File: config.mk
export PLATFORM = sky130hd
export DESIGN_NAME = decodeExecute
export DESIGN_NICKNAME = d
export VERILOG_FILES = /design/src/isaPkg.sv /design/src/pipePkg.sv /design/src/ctrlIf.sv /design/src/instrDecode.sv /design/src/regFile.sv /design/src/hazardUnit.sv /design/src/stageReg.sv /design/src/idExLatch.sv /design/src/aluExec.sv /design/src/decodeExecute.sv
export SDC_FILE = /design/constraint.sdc
export NUM_CORES = 1
export LEC_CHECK = 0
export ABC_AREA = 0
export BUFFER_PORTS_ARGS = -buffer_cell sky130_fd_sc_hd__buf_2
export CELL_PAD_IN_SITES_DETAIL_PLACEMENT = 1
export CELL_PAD_IN_SITES_GLOBAL_PLACEMENT = 1
export CORE_MARGIN = 3
export CORE_UTILIZATION = 35
export CTS_CLUSTER_DIAMETER = 40
export DETAILED_ROUTE_END_ITERATION = 12
export GPL_ROUTABILITY_DRIVEN = 0
export PLACE_DENSITY_LB_ADDON = 0.1
export SYNTH_ARGS = -nofsm -noshare
export SYNTH_HDL_FRONTEND = slang
export SYNTH_HIERARCHICAL = 1
export SYNTH_SLANG_ARGS = --single-unit
File: constraint.sdc
create_clock -name clk -period 4.59 [get_ports clk]
set_input_delay 0.459 -clock clk [delete_from_list [all_inputs] [get_ports clk]]
set_output_delay 0.459 -clock clk [all_outputs]
set_load 0.1 [all_outputs]
File: src/isaPkg.sv
`default_nettype none

package isaPkg;

  // ********************
  // major opcodes
  // ********************
  typedef enum logic [4:0] {
    opHalt  = 5'b00000,
    opNop   = 5'b00001,
    opAddi  = 5'b01000,
    opSubi  = 5'b01001,
    opXori  = 5'b01010,
    opAndni = 5'b01011,
    opSt    = 5'b10000,
    opLd    = 5'b10001,
    opLbi   = 5'b11000,
    opAluR  = 5'b11011   // func picks add, sub, xor or andn
  } opcodeT;

  // field positions inside the instruction word
  localparam int opcMsb  = 15;
  localparam int opcLsb  = 11;
  localparam int rsMsb   = 10;
  localparam int rsLsb   = 8;
  localparam int rtMsb   = 7;
  localparam int rtLsb   = 5;
  localparam int rdMsb   = 4;
  localparam int rdLsb   = 2;
  localparam int funcMsb = 1;
  localparam int funcLsb = 0;
  localparam int imm5Msb = 4;
  localparam int imm8Msb = 7;

  // r-format function codes
  localparam logic [1:0] fnAdd  = 2'b00;
  localparam logic [1:0] fnSub  = 2'b01;
  localparam logic [1:0] fnXor  = 2'b10;
  localparam logic [1:0] fnAndn = 2'b11;

  localparam logic [15:0] NOP_WORD = {opNop, 11'b0};

endpackage

`default_nettype wire

File: src/pipePkg.sv
`default_nettype none

package pipePkg;

  typedef logic [2:0] regIdxT;

  typedef enum logic [1:0] {
    aluAdd   = 2'b00,
    aluXor   = 2'b01,
    aluAndn  = 2'b10,   // and of operand 1 with the inverted operand 2
    aluPassB = 2'b11    // lbi
  } aluOpT;

  // ********************
  // id/ex latch contents
  // ********************
  typedef struct packed {
    logic   regWrite;
    logic   memWrite;
    logic   memEn;
    logic   memToReg;   // set only by loads
    logic   halt;
    logic   branching;
    logic   invA;
    logic   invB;
    logic   cin;
    logic   aluSrc2;    // 1 selects imm
    aluOpT  aluOp;
    regIdxT writeReg;
  } exCtrlT;

  typedef struct packed {
    logic [15:0] pc;
    logic [15:0] opA;
    logic [15:0] opB;
    logic [15:0] imm;
    logic [15:0] instruction;
    logic        readingRt;
  } exDataT;

endpackage

`default_nettype wire

File: src/ctrlIf.sv
`timescale 1ns/10ps
`default_nettype none

interface ctrlIf;
  import pipePkg::*;

  logic   regWrite, memWrite, memEn, memToReg, halt, branching;
  logic   invA, invB, cin, aluSrc2;
  aluOpT  aluOp;
  regIdxT writeReg;

  modport decoder (output regWrite, memWrite, memEn, memToReg, halt, branching,
                   invA, invB, cin, aluSrc2, aluOp, writeReg);
  modport latchIn (input regWrite, memWrite, memEn, memToReg, halt, branching,
                   invA, invB, cin, aluSrc2, aluOp, writeReg);
  modport latchOut (output regWrite, memWrite, memEn, memToReg, halt, branching,
                    invA, invB, cin, aluSrc2, aluOp, writeReg);
  // execute only needs the operand and function controls
  modport alu (input invA, invB, cin, aluSrc2, aluOp);

endinterface

`default_nettype wire

File: src/instrDecode.sv
`timescale 1ns/10ps
`default_nettype none

module instrDecode (
  input  logic [15:0]     instr,
  output pipePkg::regIdxT opA,
  output pipePkg::regIdxT opB,
  output logic [15:0]     imm,
  output logic            readingRs,
  output logic            readingRt,
  ctrlIf.decoder          ctrl
);
  import isaPkg::*;
  import pipePkg::*;

  opcodeT      opc;
  logic [1:0]  func;
  logic [15:0] sext5, zext5, sext8;

  assign opc  = opcodeT'(instr[opcMsb:opcLsb]);
  assign func = instr[funcMsb:funcLsb];
  assign opA  = instr[rsMsb:rsLsb];
  assign opB  = instr[rtMsb:rtLsb];

  assign sext5 = {{(15 - imm5Msb){instr[imm5Msb]}}, instr[imm5Msb:0]};
  assign zext5 = {{(15 - imm5Msb){1'b0}}, instr[imm5Msb:0]};
  assign sext8 = {{(15 - imm8Msb){instr[imm8Msb]}}, instr[imm8Msb:0]};

  always_comb begin
    // defaults are those of a nop
    ctrl.regWrite  = 1'b0;
    ctrl.memWrite  = 1'b0;
    ctrl.memEn     = 1'b0;
    ctrl.memToReg  = 1'b0;
    ctrl.halt      = 1'b0;
    ctrl.branching = 1'b0;   // no branches in this subset
    ctrl.invA      = 1'b0;
    ctrl.invB      = 1'b0;
    ctrl.cin       = 1'b0;
    ctrl.aluSrc2   = 1'b1;
    ctrl.aluOp     = aluAdd;
    ctrl.writeReg  = instr[rtMsb:rtLsb];
    imm            = sext5;
    readingRs      = 1'b0;
    readingRt      = 1'b0;

    case (opc)
      opHalt: ctrl.halt = 1'b1;
      opAddi, opSubi, opXori, opAndni: begin
        ctrl.regWrite = 1'b1;
        readingRs     = 1'b1;
        if (opc == opSubi) begin  // imm - rs
          ctrl.invA = 1'b1;
          ctrl.cin  = 1'b1;
        end
        if (opc == opXori || opc == opAndni) imm = zext5;
        if (opc == opXori) ctrl.aluOp = aluXor;
        if (opc == opAndni) begin
          ctrl.aluOp = aluAndn;
          ctrl.invB  = 1'b1;
        end
      end
      opLd: begin
        ctrl.regWrite = 1'b1;
        ctrl.memEn    = 1'b1;
        ctrl.memToReg = 1'b1;
        readingRs     = 1'b1;
      end
      opSt: begin
        ctrl.memEn    = 1'b1;
        ctrl.memWrite = 1'b1;
        readingRs     = 1'b1;
        readingRt     = 1'b1;   // store data
      end
      opLbi: begin
        ctrl.regWrite = 1'b1;
        ctrl.aluOp    = aluPassB;
        ctrl.writeReg = instr[rsMsb:rsLsb];
        imm           = sext8;
      end
      opAluR: begin
        ctrl.regWrite = 1'b1;
        ctrl.aluSrc2  = 1'b0;
        ctrl.writeReg = instr[rdMsb:rdLsb];
        readingRs     = 1'b1;
        readingRt     = 1'b1;
        case (func)
          fnSub: begin
            ctrl.invA = 1'b1;   // rt - rs
            ctrl.cin  = 1'b1;
          end
          fnXor: ctrl.aluOp = aluXor;
          fnAndn: begin
            ctrl.aluOp = aluAndn;
            ctrl.invB  = 1'b1;
          end
          default: ctrl.aluOp = aluAdd;
        endcase
      end
      default: ;   // nop and unknown opcodes
    endcase
  end

endmodule

`default_nettype wire

File: src/regFile.sv
`timescale 1ns/10ps
`default_nettype none

module regFile (
  input  logic            clk,
  input  logic            reset,
  input  pipePkg::regIdxT readRegA,
  input  pipePkg::regIdxT readRegB,
  output logic [15:0]     readDataA,
  output logic [15:0]     readDataB,
  input  logic            wbEn,
  input  pipePkg::regIdxT wbReg,
  input  logic [15:0]     wbData
);

  logic [15:0] regs [8];

  always_ff @(posedge clk) begin
    if (reset) begin
      for (int i = 0; i < 8; i++) regs[i] <= '0;
    end else if (wbEn) begin
      regs[wbReg] <= wbData;
    end
  end

  // write-before-read bypass
  assign readDataA = (wbEn && wbReg == readRegA) ? wbData : regs[readRegA];
  assign readDataB = (wbEn && wbReg == readRegB) ? wbData : regs[readRegB];

  // ********************
  // checks
  // ********************
  wbRegKnown: assert property (@(posedge clk) disable iff (reset)
    wbEn |-> !$isunknown(wbReg))
    else $error("write-back to an unknown register");

endmodule

`default_nettype wire

File: src/hazardUnit.sv
`timescale 1ns/10ps
`default_nettype none

module hazardUnit (
  input  logic            exMemToReg,
  input  pipePkg::regIdxT exWriteReg,
  input  pipePkg::regIdxT decodeRs,
  input  pipePkg::regIdxT decodeRt,
  input  logic            readingRs,
  input  logic            readingRt,
  output logic            stall
);

  logic rsMatch, rtMatch;

  // load in execute whose result decode wants right now
  assign rsMatch = readingRs && (decodeRs == exWriteReg);
  assign rtMatch = readingRt && (decodeRt == exWriteReg);

  assign stall = exMemToReg && (rsMatch || rtMatch);

endmodule

`default_nettype wire

File: src/stageReg.sv
`timescale 1ns/10ps
`default_nettype none

module stageReg #(
  parameter type payloadT      = logic [15:0],
  parameter bit  clearOnBubble = 1'b0
) (
  input  logic    clk,
  input  logic    reset,
  input  logic    en,
  input  logic    bubble,
  input  payloadT d,
  output payloadT q
);

  always_ff @(posedge clk) begin
    if (reset) begin
      q <= '0;
    end else if (en) begin
      if (clearOnBubble && bubble) q <= '0;
      else q <= d;
    end
  end

endmodule

`default_nettype wire

File: src/idExLatch.sv
`timescale 1ns/10ps
`default_nettype none

module idExLatch (
  input  logic            clk,
  input  logic            reset,
  input  logic            hold,
  input  logic            stall,
  input  logic            instrValid,
  input  pipePkg::exDataT dataIn,
  ctrlIf.latchIn          ctrlIn,
  output pipePkg::exDataT dataOut,
  ctrlIf.latchOut         ctrlOut,
  output logic            valid
);
  import isaPkg::*;
  import pipePkg::*;

  logic   bubble;
  exDataT dataD;
  exCtrlT ctrlD, ctrlQ;

  assign bubble = stall || !instrValid;   // nothing accepted this cycle

  always_comb begin
    dataD = dataIn;
    if (bubble) dataD.instruction = NOP_WORD;
  end

  assign ctrlD = '{regWrite: ctrlIn.regWrite, memWrite: ctrlIn.memWrite,
                   memEn: ctrlIn.memEn, memToReg: ctrlIn.memToReg,
                   halt: ctrlIn.halt, branching: ctrlIn.branching,
                   invA: ctrlIn.invA, invB: ctrlIn.invB, cin: ctrlIn.cin,
                   aluSrc2: ctrlIn.aluSrc2, aluOp: ctrlIn.aluOp,
                   writeReg: ctrlIn.writeReg};

  stageReg #(.payloadT(exDataT), .clearOnBubble(1'b0)) dataReg (
    .clk, .reset, .en(!hold), .bubble, .d(dataD), .q(dataOut));

  stageReg #(.payloadT(exCtrlT), .clearOnBubble(1'b1)) ctrlReg (
    .clk, .reset, .en(!hold), .bubble, .d(ctrlD), .q(ctrlQ));

  always_ff @(posedge clk) begin
    if (reset) valid <= 1'b0;
    else if (!hold) valid <= !bubble;
  end

  assign ctrlOut.regWrite  = ctrlQ.regWrite;
  assign ctrlOut.memWrite  = ctrlQ.memWrite;
  assign ctrlOut.memEn     = ctrlQ.memEn;
  assign ctrlOut.memToReg  = ctrlQ.memToReg;
  assign ctrlOut.halt      = ctrlQ.halt;
  assign ctrlOut.branching = ctrlQ.branching;
  assign ctrlOut.invA      = ctrlQ.invA;
  assign ctrlOut.invB      = ctrlQ.invB;
  assign ctrlOut.cin       = ctrlQ.cin;
  assign ctrlOut.aluSrc2   = ctrlQ.aluSrc2;
  assign ctrlOut.aluOp     = ctrlQ.aluOp;
  assign ctrlOut.writeReg  = ctrlQ.writeReg;

  bubbleIsClean: assert property (@(posedge clk) disable iff (reset)
    (!hold && bubble) |=> (ctrlQ == '0 && !valid))
    else $error("control bits set after a bubble");

endmodule

`default_nettype wire

File: src/aluExec.sv
`timescale 1ns/10ps
`default_nettype none

module aluExec (
  input  pipePkg::exDataT dataIn,
  ctrlIf.alu              ctrl,
  output logic [15:0]     result,
  output logic [15:0]     storeData
);
  import pipePkg::*;

  logic [15:0] srcB;
  logic [15:0] inA, inB;
  logic [15:0] sum;

  // ********************
  // operand selection
  // ********************
  assign srcB = ctrl.aluSrc2 ? dataIn.imm : dataIn.opB;

  assign inA = ctrl.invA ? ~dataIn.opA : dataIn.opA;   // sub computes b - a
  assign inB = ctrl.invB ? ~srcB : srcB;

  assign sum = inA + inB + {15'b0, ctrl.cin};

  // ********************
  // function select
  // ********************
  always_comb begin
    case (ctrl.aluOp)
      aluAdd:   result = sum;
      aluXor:   result = inA ^ inB;
      aluAndn:  result = inA & inB;   // inB already inverted by invB
      aluPassB: result = inB;
      default:  result = sum;
    endcase
  end

  // st writes the rt value
  assign storeData = dataIn.opB;

endmodule

`default_nettype wire

File: src/decodeExecute.sv
`timescale 1ns/10ps
`default_nettype none

module decodeExecute (
  input  logic        clk,
  input  logic        reset,
  input  logic [15:0] instr,
  input  logic [15:0] pc,
  input  logic        instrValid,
  output logic        instrReady,
  input  logic        hold,
  input  logic        wbEn,
  input  logic [2:0]  wbReg,
  input  logic [15:0] wbData,
  output logic        exValid,
  output logic [15:0] exResult,
  output logic [2:0]  exWriteReg,
  output logic        exRegWrite,
  output logic        exMemWrite,
  output logic        exMemToReg,
  output logic [15:0] exStoreData,
  output logic        exHalt
);
  import pipePkg::*;

  regIdxT      rsIdx, rtIdx;
  logic [15:0] imm, rsData, rtData;
  logic        readingRs, readingRt, stall;
  exDataT      idData, exData;

  ctrlIf idCtrl ();   // decoder to latch
  ctrlIf exCtrl ();   // latch to execute

  instrDecode decode (.instr, .opA(rsIdx), .opB(rtIdx), .imm, .readingRs, .readingRt,
                      .ctrl(idCtrl.decoder));

  regFile regs (.clk, .reset, .readRegA(rsIdx), .readRegB(rtIdx), .readDataA(rsData),
                .readDataB(rtData), .wbEn, .wbReg, .wbData);

  hazardUnit hazard (.exMemToReg(exCtrl.memToReg), .exWriteReg(exCtrl.writeReg),
                     .decodeRs(rsIdx), .decodeRt(rtIdx), .readingRs, .readingRt, .stall);

  assign idData = '{pc: pc, opA: rsData, opB: rtData, imm: imm, instruction: instr,
                    readingRt: readingRt};

  idExLatch latch (.clk, .reset, .hold, .stall, .instrValid, .dataIn(idData),
                   .ctrlIn(idCtrl.latchIn), .dataOut(exData), .ctrlOut(exCtrl.latchOut),
                   .valid(exValid));

  aluExec alu (.dataIn(exData), .ctrl(exCtrl.alu), .result(exResult),
               .storeData(exStoreData));

  assign instrReady = !(stall || hold);

  assign exWriteReg = exCtrl.writeReg;
  assign exRegWrite = exCtrl.regWrite;
  assign exMemWrite = exCtrl.memWrite;
  assign exMemToReg = exCtrl.memToReg;
  assign exHalt     = exCtrl.halt;

endmodule

`default_nettype wire

# ---- Word level (Yosys, flattened, before mapping)
# Memory sizes are Yosys's and may differ from the RTL's. A register that Yosys moved wholly into a read port is not among the register bits.
# Index checks and enable logic that the tools add are counted.
dict set report totals {
  n_memories 1
  ramBits 128
  word_cells 89
  register_bits 30
  output_inout_bits 41
}
dict set report op_classes {
  n_addsub 2
  n_eq_ne 16
  bitwise_logic 4
  mux 34
  n_reduce_logical 20
}
# memory depth width rd rd_ports_with_merged_regs write_ports line
set memory_table {}
lappend memory_table {regs.regs 8 16 2 2 8 regFile.sv:16} ;# logic [15:0] regs [8];
# op count
set op_table {}
lappend op_table {{two-way mux 16 bit} 5}
lappend op_table {{one-hot mux 16 bit (4 select lines)} 1}
lappend op_table {{inverter 16 bit} 2}
lappend op_table {{one-hot mux 16 bit (2 select lines)} 1}
lappend op_table {{equality test 5 x 4 -> 1 bit (second input constant)} 4}
lappend op_table {{equality test 5 bit (second input constant)} 4}
lappend op_table {{two-way mux 1 bit} 19}
lappend op_table {{adder 16 x 1 -> 16 bit} 1}
lappend op_table {{adder 16 bit} 1}
lappend op_table {{bitwise AND 16 bit} 1}
lappend op_table {{OR reduction 16 bit} 1}
lappend op_table {{bitwise XOR 16 bit} 1}
lappend op_table {{two-way mux 15 bit} 1}
lappend op_table {{OR reduction 7 bit} 2}
lappend op_table {{equality test 2 bit (second input constant)} 4}
lappend op_table {{equality test 3 bit} 2}
lappend op_table {{one-hot mux 2 bit (3 select lines)} 1}
lappend op_table {{one-hot mux 3 bit (2 select lines)} 1}
lappend op_table {{zero test 1 bit} 5}
lappend op_table {{zero test 5 bit} 1}
lappend op_table {{equality test 2 x 1 -> 1 bit (second input constant)} 2}
lappend op_table {{logical OR 1 bit} 4}
lappend op_table {{one-hot mux 1 bit (2 select lines)} 2}
lappend op_table {{one-hot mux 2 bit (2 select lines)} 1}
lappend op_table {{6 further kinds} 9}

# ---- Logic depth before layout (Yosys ltp)
# Gate-level depths: netlist of the first run.
dict set report logic_depth {
  depth_word 8
  ltp_mapped 12
  ltp_nobuf 11
}

# ---- By module
# Netlist of the first run, hierarchy kept.
# module area_per_inst_um2 cells_per_inst n_inst
set by_module_without_submodules {}
lappend by_module_without_submodules {regFile 7453.4 445 1}
lappend by_module_without_submodules {{stageReg at latch.dataReg} 2902.8 261 1}
lappend by_module_without_submodules {aluExec 1871.8 249 1}
lappend by_module_without_submodules {{stageReg at latch.ctrlReg} 613.1 65 1}
lappend by_module_without_submodules {instrDecode 548.0 83 1}
lappend by_module_without_submodules {idExLatch 168.9 24 1}
lappend by_module_without_submodules {hazardUnit 72.6 9 1}
lappend by_module_without_submodules {decodeExecute 3.8 1 1}

# ---- Worst setup path after synthesis of the first run
# Ideal clock, no wire load.
dict set report synth_path {
  path_kind {flip-flop to output port}
  from {reg latch/ctrlReg/q[5] (netlist name)}
  to {out exResult[13]}
  required_time_ns 4.131
  path_stages_with_launch 13
  arrival_ns 4.462
  path_slack_ns -0.331
  path_buffers 2
  path_cell_list {dfxtp_1 -> buf_6 -> buf_4 -> mux2i_1 -> xor2_1 -> inv_1 -> ha_1 -> a21oi_1 -> nor2_1 -> o211ai_2 -> a21o_2 -> and2_1 -> a211oi_1}
}
dict set report synth_via {
  elab_chain_cells 6
}
# element line
set synth_rtl {}
lappend synth_rtl {{start: declaration} stageReg.sv:13} ;# output payloadT q
lappend synth_rtl {{start signal: assignment} stageReg.sv:18} ;# q <= '0;
lappend synth_rtl {{start signal: assignment} stageReg.sv:20} ;# if (clearOnBubble && bubble) q <= '0;
lappend synth_rtl {{start signal: assignment} stageReg.sv:21} ;# else q <= d;
lappend synth_rtl {{two-way mux 16 bit (*)} aluExec.sv:19} ;# assign srcB = ctrl.aluSrc2 ? dataIn.imm : dataIn.opB;
lappend synth_rtl {{inverter 16 bit} aluExec.sv:22} ;# assign inB = ctrl.invB ? ~srcB : srcB;
lappend synth_rtl {{two-way mux 16 bit (*)} aluExec.sv:22}
lappend synth_rtl {{adder 16 bit} aluExec.sv:24} ;# assign sum = inA + inB + {15'b0, ctrl.cin};
lappend synth_rtl {{adder 16 x 1 -> 16 bit} aluExec.sv:24}
lappend synth_rtl {{one-hot mux 16 bit (4 select lines) (*)} aluExec.sv:30} ;# case (ctrl.aluOp)
lappend synth_rtl {{end: declaration} decodeExecute.sv:16} ;# output logic [15:0] exResult,
# Mark *: on every way between the ends. The rest lies on a longest branch, timed or not.

# ---- Worst setup path after layout of the first run
dict set report layout_path {
  from {reg latch/ctrlReg/q[5] (netlist name)}
  to {out exResult[15]}
}
# Same word-level chain as after synthesis.

==> flow_metrics.env, run 1 <==
export IMPL_coreArea_um2=34500
export IMPL_pin_count=97
export IMPL_antenna_found_initial=1
export IMPL_vdd_drop_max_v=0.000301
export IMPL_skew_ns=0.0114
export IMPL_fin_crit_ns=4.15
export IMPL_drv_cap=0
export IMPL_cts_resized_gates=0
export IMPL_vias=7822
export IMPL_nets=1093
export IMPL_rsz0062_at_grt="false"
export IMPL_cellLeakagePower_nw=5.22
export IMPL_holdBufCountCts=0
export IMPL_routed_wl_um=33600
export IMPL_htree_num_levels=4
export IMPL_yosysWarningCount=6
export IMPL_io_buffers=80
export IMPL_whs_ns=0.304
export IMPL_hold_path_class="in -> reg"
export IMPL_maxSlewViolCount=0
export IMPL_post_cts_setup_buffers=0
export IMPL_final_layout_size_suffix_gt1_share_pct=22.5
export IMPL_stdcell_count=1487
export IMPL_drc=0
export IMPL_die_h_um=193
export IMPL_postSynthAreaPerCell_um2=12.2
export IMPL_critPathLaunchType="flop"
export IMPL_dr_pass1_iters=5
export IMPL_grt_pass1_vias=8298
export IMPL_finalSetupViolCount=0
export IMPL_cp_cell_sequence="buf_4 -> mux2i_1 -> xnor2_1 -> ha_1 -> and3_1 -> and3_1 -> nand2_1 -> a21oi_2 -> or4b_1 -> o211ai_1 -> buf_2"
export IMPL_gr_total_overflow=0
export IMPL_cts_inserted_buffers=17
export IMPL_die_area_um2=37400
export IMPL_cp_max_fo=15
export IMPL_grt_max_degree=72
export IMPL_insertedDiodeCount=0
export IMPL_max_stage_delay_ns=0.50
export IMPL_cp_slowest_cell="or4b_1"
export IMPL_grt_pass1_wl_um=51800
export IMPL_fp_dieW_um=193
export IMPL_vias_per_cell=5.26
export IMPL_tightest_slew_ns=0.937
export IMPL_clk_insertion_delay_late_ns=0.44
export IMPL_worst_ep_arrival_time_ns=3.69
export IMPL_cp_end_kind="output pin"
export IMPL_multi_input_area_um2=6440
export IMPL_reg2reg_from="regs/regs[1][3]$_SDFFCE_PN0P_"
export IMPL_grt_use_total_pct=17.9
export IMPL_hold_viol=0
export IMPL_fill_cells=3750
export IMPL_fmax_mhz=241
export IMPL_outcome="finished clean"
export IMPL_wl_per_cell_um=22.6
export IMPL_root_buffer="clkbuf_16"
export IMPL_clock_sinks=190
export IMPL_synth_cells=1008
export IMPL_hold_start="instr[2]"
export IMPL_timing_final_crit_share_pct=90.3
export IMPL_dp_cells=1455
export IMPL_crit_top_cell="and3_1"
export IMPL_hpwl_um=22400
export IMPL_ff_latch_area_um2=5080
export IMPL_ant_nets=0
export IMPL_drtIter0Drc=341
export IMPL_cp_required_ns=4.13
export IMPL_area_growth_pct=7.86
export IMPL_power_density_nw_per_um2=351
export IMPL_path_class="reg -> out"
export IMPL_cts_tree="yes"
export IMPL_syn_area_um2=12300
export IMPL_start_util_pct=35.6
export IMPL_clk_path_buf_depth=2
export IMPL_setup_tns_ns=0
export IMPL_synth_nets=1082
export IMPL_rows=68
export IMPL_worstSetupStartpoint="latch/ctrlReg/q[5]$_SDFFE_PP0P_"
export IMPL_clk_pin_slew_ns=0.07
export IMPL_relSlewSlack_pct=37.0
==> worst paths after layout <==
kind / cells past startpoint / endpoint / slack, ns
setup / recovery: 11 / exResult[15] / 0.44
hold / removal: 3 / latch/dataReg/q[19]$_SDFFE_PP0P_ / 0.30
setup reg to reg: 5 / latch/dataReg/q[36]$_SDFFE_PP0P_ / 2.71
hold reg to reg: 2 / latch/ctrlReg/q[14]$_SDFFE_PP0P_ / 0.48
==> placed cells by master (no fill, tap or decap), types with 3 or more instances in the layout <==
cell type and n:
buf_2 80, edfxtp_1 128, o211ai_1 3, mux2i_1 69, nand3_1 3, and3_1 4
a31oi_1 3, nand4_1 5, nor2_1 77, xnor2_1 33, mux2_2 53, mux2_4 11
nor3_1 16, mux4_1 60, nand2_1 23, buf_4 21, a21oi_2 4, inv_6 3
clkbuf_16 17, and2_1 131, a21oi_1 35, mux4_2 7, dfxtp_1 62, inv_1 7
o31a_1 4, ha_1 16, nand2b_1 18, or2_2 8, a21o_1 8, a211oi_1 7
xor2_1 17, o21ai_0 15, nor2b_1 7, clkbuf_1 3, nand3b_1 15
==> through the flow <==
step                      instance area [um^2]  power (mW)  setup slack [ns]  utilization [%]
after CTS                                13300        4.71             0.414             38.4
after detailed placement                 12700        3.21             0.913             36.7
after global placement                   12700        3.20             0.916             36.7
final                                    13300        4.66             0.443             38.4
after global routing                     13300        4.87             0.224             38.4
after floorplan                          12300        2.98             0.485                -
==> power breakdown <==
group | internal (mW) | switching [mW] | total [mW] | leakage, nW
Clock | 0.810 | 0.683 | 1.49 | 0.273
Sequential | 1.94 | 0.0655 | 2.00 | 1.74
Combinational | 0.387 | 0.776 | 1.16 | 3.21
Total | 3.13 | 1.52 | 4.66 | 5.22
==> worst max-delay path: cells and delay by family (launching register included) <==
kind	cells	cell delay, ns
AO/OA/AOI/OAI	2	0.18
XOR/XNOR	1	0.20
adder cells (fa/ha/maj)	1	0.39
multiplexers	1	0.25
flip-flops	1	0.40
AND/OR/NAND/NOR	4	1.04
buffers and inverters	2	0.78
==> state kept, by name, indices dropped and copies added, names as in the netlist <==
register and flops:
latch/dataReg/q 48, latch/valid 1, latch/ctrlReg/q 13, regs/regs 128
==> cell type report <==
class	count	area share, %
Clock inverter	12	1.02
Inverter	8	0.236
Tap cell	455	4.29
Multi-Input combinational cell	701	48.6
Sequential cell	190	38.4
Timing Repair Buffer	101	4.21
Clock buffer	20	3.29
==> routing by layer <==
layer  wire length [um]  track usage, %  vias to the layer above  part of all wire (%)
met3                796            2.54                       21                   2.4
met4                298            3.40                        2                  0.89
met1              16200            24.7                     3977                    48
li1                   -               -                     3733                     -
met2              16300            30.3                       89                    49
met5                 13               0                        -                 0.039
(Power assumes the default switching activity.)
==> run 2, diff against run 1 <==
Settings changed: CAP_MARGIN set to 0, CTS_BUF_LIST set to sky130_fd_sc_hd__clkbuf_2.
==> run 2 against run 1 <==
  * Clock-buffer cell count stayed put
  * Register-to-register slack worse by 0.03 ns
  * Maximum frequency is 2.4% lower
  * Core utilization is 0.36 points lower
  * Total power is 13% lower
  * Highest routed layer unchanged
==> flow_metrics.env, run 2 (same netlist as run 1, synthesis figures left out) <==
export IMPL_maxSlewViolCount=0
export IMPL_rsz0062_at_grt="false"
export IMPL_root_buffer="clkbuf_2"
export IMPL_fmax_mhz=235
export IMPL_antenna_found_initial=4
export IMPL_skew_ns=0.0440
export IMPL_final_util_pct=38.0
export IMPL_pin_count=97
export IMPL_fill_cells=3770
export IMPL_vias_per_cell=5.26
export IMPL_rows=68
export IMPL_drv_cap=0
export IMPL_grt_pass1_vias=8386
export IMPL_clk_insertion_delay_late_ns=0.79
export IMPL_io_buffers=80
export IMPL_cp_slowest_cell="or4b_1"
export IMPL_holdPathEnd="regs/regs[2][1]$_SDFFCE_PN0P_"
export IMPL_dp_cells=1455
export IMPL_grt_max_degree=72
export IMPL_tightest_slew_ns=0.946
export IMPL_timing_final_crit_share_pct=92.5
export IMPL_clock_sinks=190
export IMPL_top_regs="regs/regs x128, latch/dataReg/q x48, latch/ctrlReg/q x13"
export IMPL_gr_total_overflow=0
export IMPL_coreArea_um2=34500
export IMPL_htree_num_levels=4
export IMPL_cellLeakagePower_nw=5.17
export IMPL_vias=7932
export IMPL_fp_dieW_um=193
export IMPL_reg2reg_to="latch/valid$_SDFFE_PP0N_"
export IMPL_die_area_um2=37400
export IMPL_min_path_cells=2
export IMPL_regMostFlops="regs/regs"
export IMPL_die_h_um=193
export IMPL_layout_commonest_cell="and2_1"
export IMPL_start_util_pct=35.6
export IMPL_r2r_cells=6
export IMPL_relSlewSlack_pct=37.0
export IMPL_vdd_drop_max_v=0.000159
export IMPL_hold_start="wbData[1]"
export IMPL_regToRegSetupSlack_ns=2.68
export IMPL_cp_max_fo=15
export IMPL_ant_nets=0
export IMPL_hpwl_um=22400
export IMPL_max_stage_delay_ns=0.50
export IMPL_critPathLaunchType="flop"
export IMPL_reg2reg_from="latch/ctrlReg/q[0]$_SDFFE_PP0P_"
export IMPL_clk_path_buf_depth=2
export IMPL_grt_pass1_wl_um=52000
export IMPL_dr_pass1_iters=4
export IMPL_cts_tree="yes"
export IMPL_cp_cell_sequence="buf_6 -> mux2i_1 -> xnor2_1 -> ha_1 -> and3_1 -> and3_1 -> nand2_1 -> a21oi_2 -> or4b_1 -> o211ai_1 -> buf_6"
export IMPL_drc=0
export IMPL_routed_wl_um=33700
export IMPL_hold_path_class="in -> reg"
export IMPL_power_density_nw_per_um2=309
export IMPL_cp_end_kind="output pin"
export IMPL_fin_crit_ns=4.25
export IMPL_worst_ep_arrival_time_ns=3.79
export IMPL_cp_required_ns=4.13
export IMPL_setup_tns_ns=0
export IMPL_nets=1112
export IMPL_hold_viol=0
export IMPL_outcome="finished clean"
export IMPL_wl_per_cell_um=22.3
export IMPL_finalSetupViolCount=0
export IMPL_cts_inserted_buffers=17
export IMPL_stdcell_count=1507
export IMPL_drtIter0Drc=376
export IMPL_final_layout_size_suffix_gt1_share_pct=22.6
export IMPL_clk_pin_slew_ns=0.28
export IMPL_path_class="reg -> out"
export IMPL_area_growth_pct=6.85
export IMPL_largest_register_ffs=128
export IMPL_mostFrequentLayoutCells="and2_1 (131), edfxtp_1 (128), nor2_1 (77)"
export IMPL_grt_use_total_pct=17.9
-- run 2: changes by cell type in the layout (fill, tap and decap cells not counted), sizes merged --
cell / before / now
clkbuf: 20 / 22
dlygate4sd3: 0 / 18
diode: 0 / 1
buf: 101 / 100
-- run 2: stage by stage --
step / power (mW) / setup slack, ns / instance area [um^2] / hold slack (ns)
final: 4.06 / 0.342 / 13100 / 0.0986
after floorplan: 2.98 / 0.485 / 12300 / 0.436
after CTS: 4.11 / 0.0184 / 13100 / 0.00188
after global placement: 3.20 / 0.916 / 12700 / 0.455
after detailed placement: 3.21 / 0.913 / 12700 / 0.465
after global routing: 4.27 / 0.000974 / 13100 / 0.00434
-- run 2: layout make-up --
cell class,instances,area (um^2),area share (%)
Timing Repair Buffer,120,763,5.81
Clock buffer,20,100,0.762
Sequential cell,190,5090,38.7
Inverter,8,31.3,0.238
Multi-Input combinational cell,701,6450,49.1
Clock inverter,12,135,1.03
Tap cell,455,569,4.33
Antenna cell,1,2.50,0.0191
-- run 2: critical path: cells and delay by family, from the launching register on --
family | cells | cell delay (ns)
AOI/OAI and AO/OA | 2 | 0.20
adders and majority gates | 1 | 0.38
muxes | 1 | 0.24
DFF | 1 | 0.44
and+or+nand+nor | 4 | 1.04
buffers and inverters | 2 | 0.50
xor gates and xnor gates | 1 | 0.20
-- run 2: where the power goes --
group	total (mW)	switching (mW)	leakage (nW)	internal [mW]
sequential	2.00	0.0653	1.74	1.94
combinational	1.18	0.781	3.29	0.404
clock	0.871	0.608	0.143	0.263
total	4.06	1.45	5.17	2.60
-- run 2: routing by layer --
layer | routed length, um | global-route usage [%] | vias up | part of all wire [%]
met1 | 16000 | 24.5 | 4038 | 47
met4 | 269 | 3.05 | 6 | 0.80
met2 | 16400 | 30.5 | 90 | 49
met3 | 956 | 2.87 | 23 | 2.8
met5 | 28 | 0 | - | 0.083
li1 | - | - | 3775 | -
-- run 2: worst max-delay path by stage --
stage / to / cells after the start / slack, ns / start
finish: exResult[15] / 11 / 0.34 / latch/ctrlReg/q[5]$_SDFFE_PP0P_
global route: exResult[13] / 11 / 0.001 / latch/ctrlReg/q[5]$_SDFFE_PP0P_
CTS: exResult[12] / 12 / 0.02 / latch/ctrlReg/q[5]$_SDFFE_PP0P_
detailed placement: exResult[15] / 11 / 0.91 / latch/ctrlReg/q[5]$_SDFFE_PP0P_
global placement: exResult[15] / 11 / 0.92 / latch/ctrlReg/q[5]$_SDFFE_PP0P_
floorplan: exResult[7] / 12 / 0.48 / latch/ctrlReg/q[5]$_SDFFE_PP0P_
-- run 2: what timing repair did --
item | 4_1_cts | 5_1_grt
gates resized for setup | 1 | 8
endpoints found under the hold margin | 45 | 6
buffers inserted | 0 | 1
cloned | 0 | 0
setup endpoints to repair | 1 | 9
hold buffers | 16 | 2
pin swaps | 0 | 1
==> run 3, diff against run 2 <==
Settings changed: ABC_AREA 0 to 1, RECOVER_POWER set to 50.
==> run 3 against run 2 <==
  * Area after synthesis rose by 7.2%
  * Maximum frequency is essentially flat
  * The flow now finishes with violations (max-capacitance violations, max-slew violations)
  * Critical endpoint is now exResult[12]
  * Routed wire length is 40% higher
  * Worst hold slack improved by 0.022 ns
  * Synthesized cell count up 93%
  * Die area is 7.0% higher
  * Clock skew is 0.0043 ns lower
  * Setup slack worse by 0.0030 ns
==> flow_metrics.env, run 3 <==
export IMPL_layout_commonest_cell="nand2_1"
export IMPL_clk_path_buf_depth=2
export IMPL_htree_num_levels=4
export IMPL_vdd_drop_max_v=0.000164
export IMPL_outcome="finished with violations"
export IMPL_clk_insertion_delay_late_ns=0.84
export IMPL_start_util_pct=35.7
export IMPL_regMostFlops="regs/regs"
export IMPL_dpl_cell_area_um2=13500
export IMPL_die_h_um=200
export IMPL_io_buffers=80
export IMPL_top_regs="regs/regs x128, latch/dataReg/q x48, latch/ctrlReg/q x13"
export IMPL_gr_total_overflow=0
export IMPL_fp_dieW_um=200
export IMPL_fmax_mhz=235
export IMPL_clk_pin_slew_ns=0.29
export IMPL_postSynthAreaPerCell_um2=6.78
export IMPL_ant_nets=0
export IMPL_cp_required_ns=4.13
export IMPL_cts_tree="yes"
export IMPL_grt_pass1_vias=12819
export IMPL_routed_wl_um=47100
export IMPL_syn_area_um2=13200
export IMPL_synth_nets=2019
export IMPL_coreArea_um2=36900
export IMPL_power_density_nw_per_um2=309
export IMPL_hold_viol=0
export IMPL_area_growth_pct=6.29
export IMPL_hold_start="wbData[15]"
export IMPL_hold_path_class="in -> reg"
export IMPL_cp_max_fo=6
export IMPL_fin_area_um2=14000
export IMPL_worstSetupStartpoint="latch/ctrlReg/q[7]$_SDFFE_PP0P_"
export IMPL_grt_busiest_layer="met2"
export IMPL_yosysWarningCount=6
export IMPL_p_total_mw=4.33
export IMPL_largest_register_ffs=128
export IMPL_vias_per_cell=4.99
export IMPL_finalSetupViolCount=0
export IMPL_final_layout_size_suffix_gt1_share_pct=10.7
export IMPL_drv_cap=1
export IMPL_die_area_um2=40000
export IMPL_globalRouteMet1Util_pct=32.0
export IMPL_use_met3_pct=2.67
export IMPL_violations="max-capacitance violations, max-slew violations"
export IMPL_drc=0
export IMPL_clock_sinks=190
export IMPL_timing_final_crit_share_pct=92.6
export IMPL_skew_ns=0.0397
export IMPL_drtIter0Drc=687
export IMPL_pin_count=97
export IMPL_relSlewSlack_pct=-12.7
export IMPL_wl_per_cell_um=19.0
export IMPL_setup_tns_ns=0
export IMPL_reg2reg_from="latch/ctrlReg/q[1]$_SDFFE_PP0P_"
export IMPL_maxSlewViolCount=49
export IMPL_rows=70
export IMPL_synth_cells=1945
export IMPL_fin_crit_ns=4.25
export IMPL_grt_max_degree=70
export IMPL_antenna_found_initial=1
export IMPL_nets=2031
export IMPL_grt_use_total_pct=23.8
export IMPL_tightest_slew_ns=1.69
export IMPL_cts_inserted_buffers=17
export IMPL_hpwl_um=30500
export IMPL_cp_end_kind="output pin"
export IMPL_rsz0062_at_grt="false"
export IMPL_dr_pass1_iters=5
export IMPL_vias=12347
export IMPL_path_class="reg -> out"
export IMPL_worst_ep_arrival_time_ns=3.79
export IMPL_root_buffer="clkbuf_2"
export IMPL_met2_usage_pct=40.9
export IMPL_cellLeakagePower_nw=7.14
export IMPL_final_util_pct=38.0
export IMPL_critPathLaunchType="flop"
export IMPL_mostFrequentLayoutCells="nand2_1 (640), inv_1 (267), nor2_1 (264)"
export IMPL_whs_ns=0.121
export IMPL_grt_pass1_wl_um=72300
## run 3: critical path, cell delays in order (launching register included)
cell	delay (ns)
dfxtp_1	0.67
xor2_1	0.36
fa_1	0.27
inv_1	0.06
fa_1	0.39
inv_1	0.13
nand3_1	0.09
nand3_1	0.16
nand3_1	0.18
nand3_1	0.11
nand2_1	0.05
nand2_1	0.05
nand2_1	0.05
nand2_1	0.06
clkbuf_4	0.32
## run 3: report_power, final
group	internal, mW	leakage, nW	switching (mW)
registers	1.94	1.74	0.0523
clock network	0.368	0.166	0.641
logic	0.313	5.23	1.02
total	2.62	7.14	1.71
## run 3: final timing paths
| check | to | slack [ns] | cells after the start |
|---|---|---|---|
| setup reg to reg | latch/ctrlReg/q[13]$_SDFFE_PP0P_ | 2.27 | 12 |
| setup / recovery | exResult[12] | 0.34 | 14 |
| hold / removal | latch/dataReg/q[48]$_SDFFE_PP0P_ | 0.12 | 7 |
| hold reg to reg | latch/dataReg/q[31]$_SDFFE_PP0P_ | 0.49 | 2 |
## run 3: area by class of cell
cell class | count | area [um^2]
well taps | 504 | 631
multi-input cells | 1325 | 6050
fillers | 4780 | 22900
clock inverters | 13 | 186
diodes | 1 | 2.50
repair buffers | 125 | 825
clock buffers | 19 | 95.1
inverters | 298 | 1140
flip-flops and latches | 190 | 5080
## run 3: timing repair
action	4_1_cts	5_1_grt
hold buffers	27	0
setup endpoints to repair	0	7
buffers inserted	0	0
hold endpoints to repair	90	0
gates resized for setup	0	8
## run 3: stage by stage
step                      worst slack [ns]  std cells
after global placement                1.24       2415
after CTS                            0.148       2474
after detailed placement              1.20       2415
final                                0.339       2475
after floorplan                      0.836       1945
after global routing                0.0653       2475
## run 3: layer usage
metal / vias up / wire length [um]
li1: 5985 / -
met1: 6050 / 22000
met2: 248 / 22400
met3: 64 / 1700
met4: 0 / 970
met5: - / 0
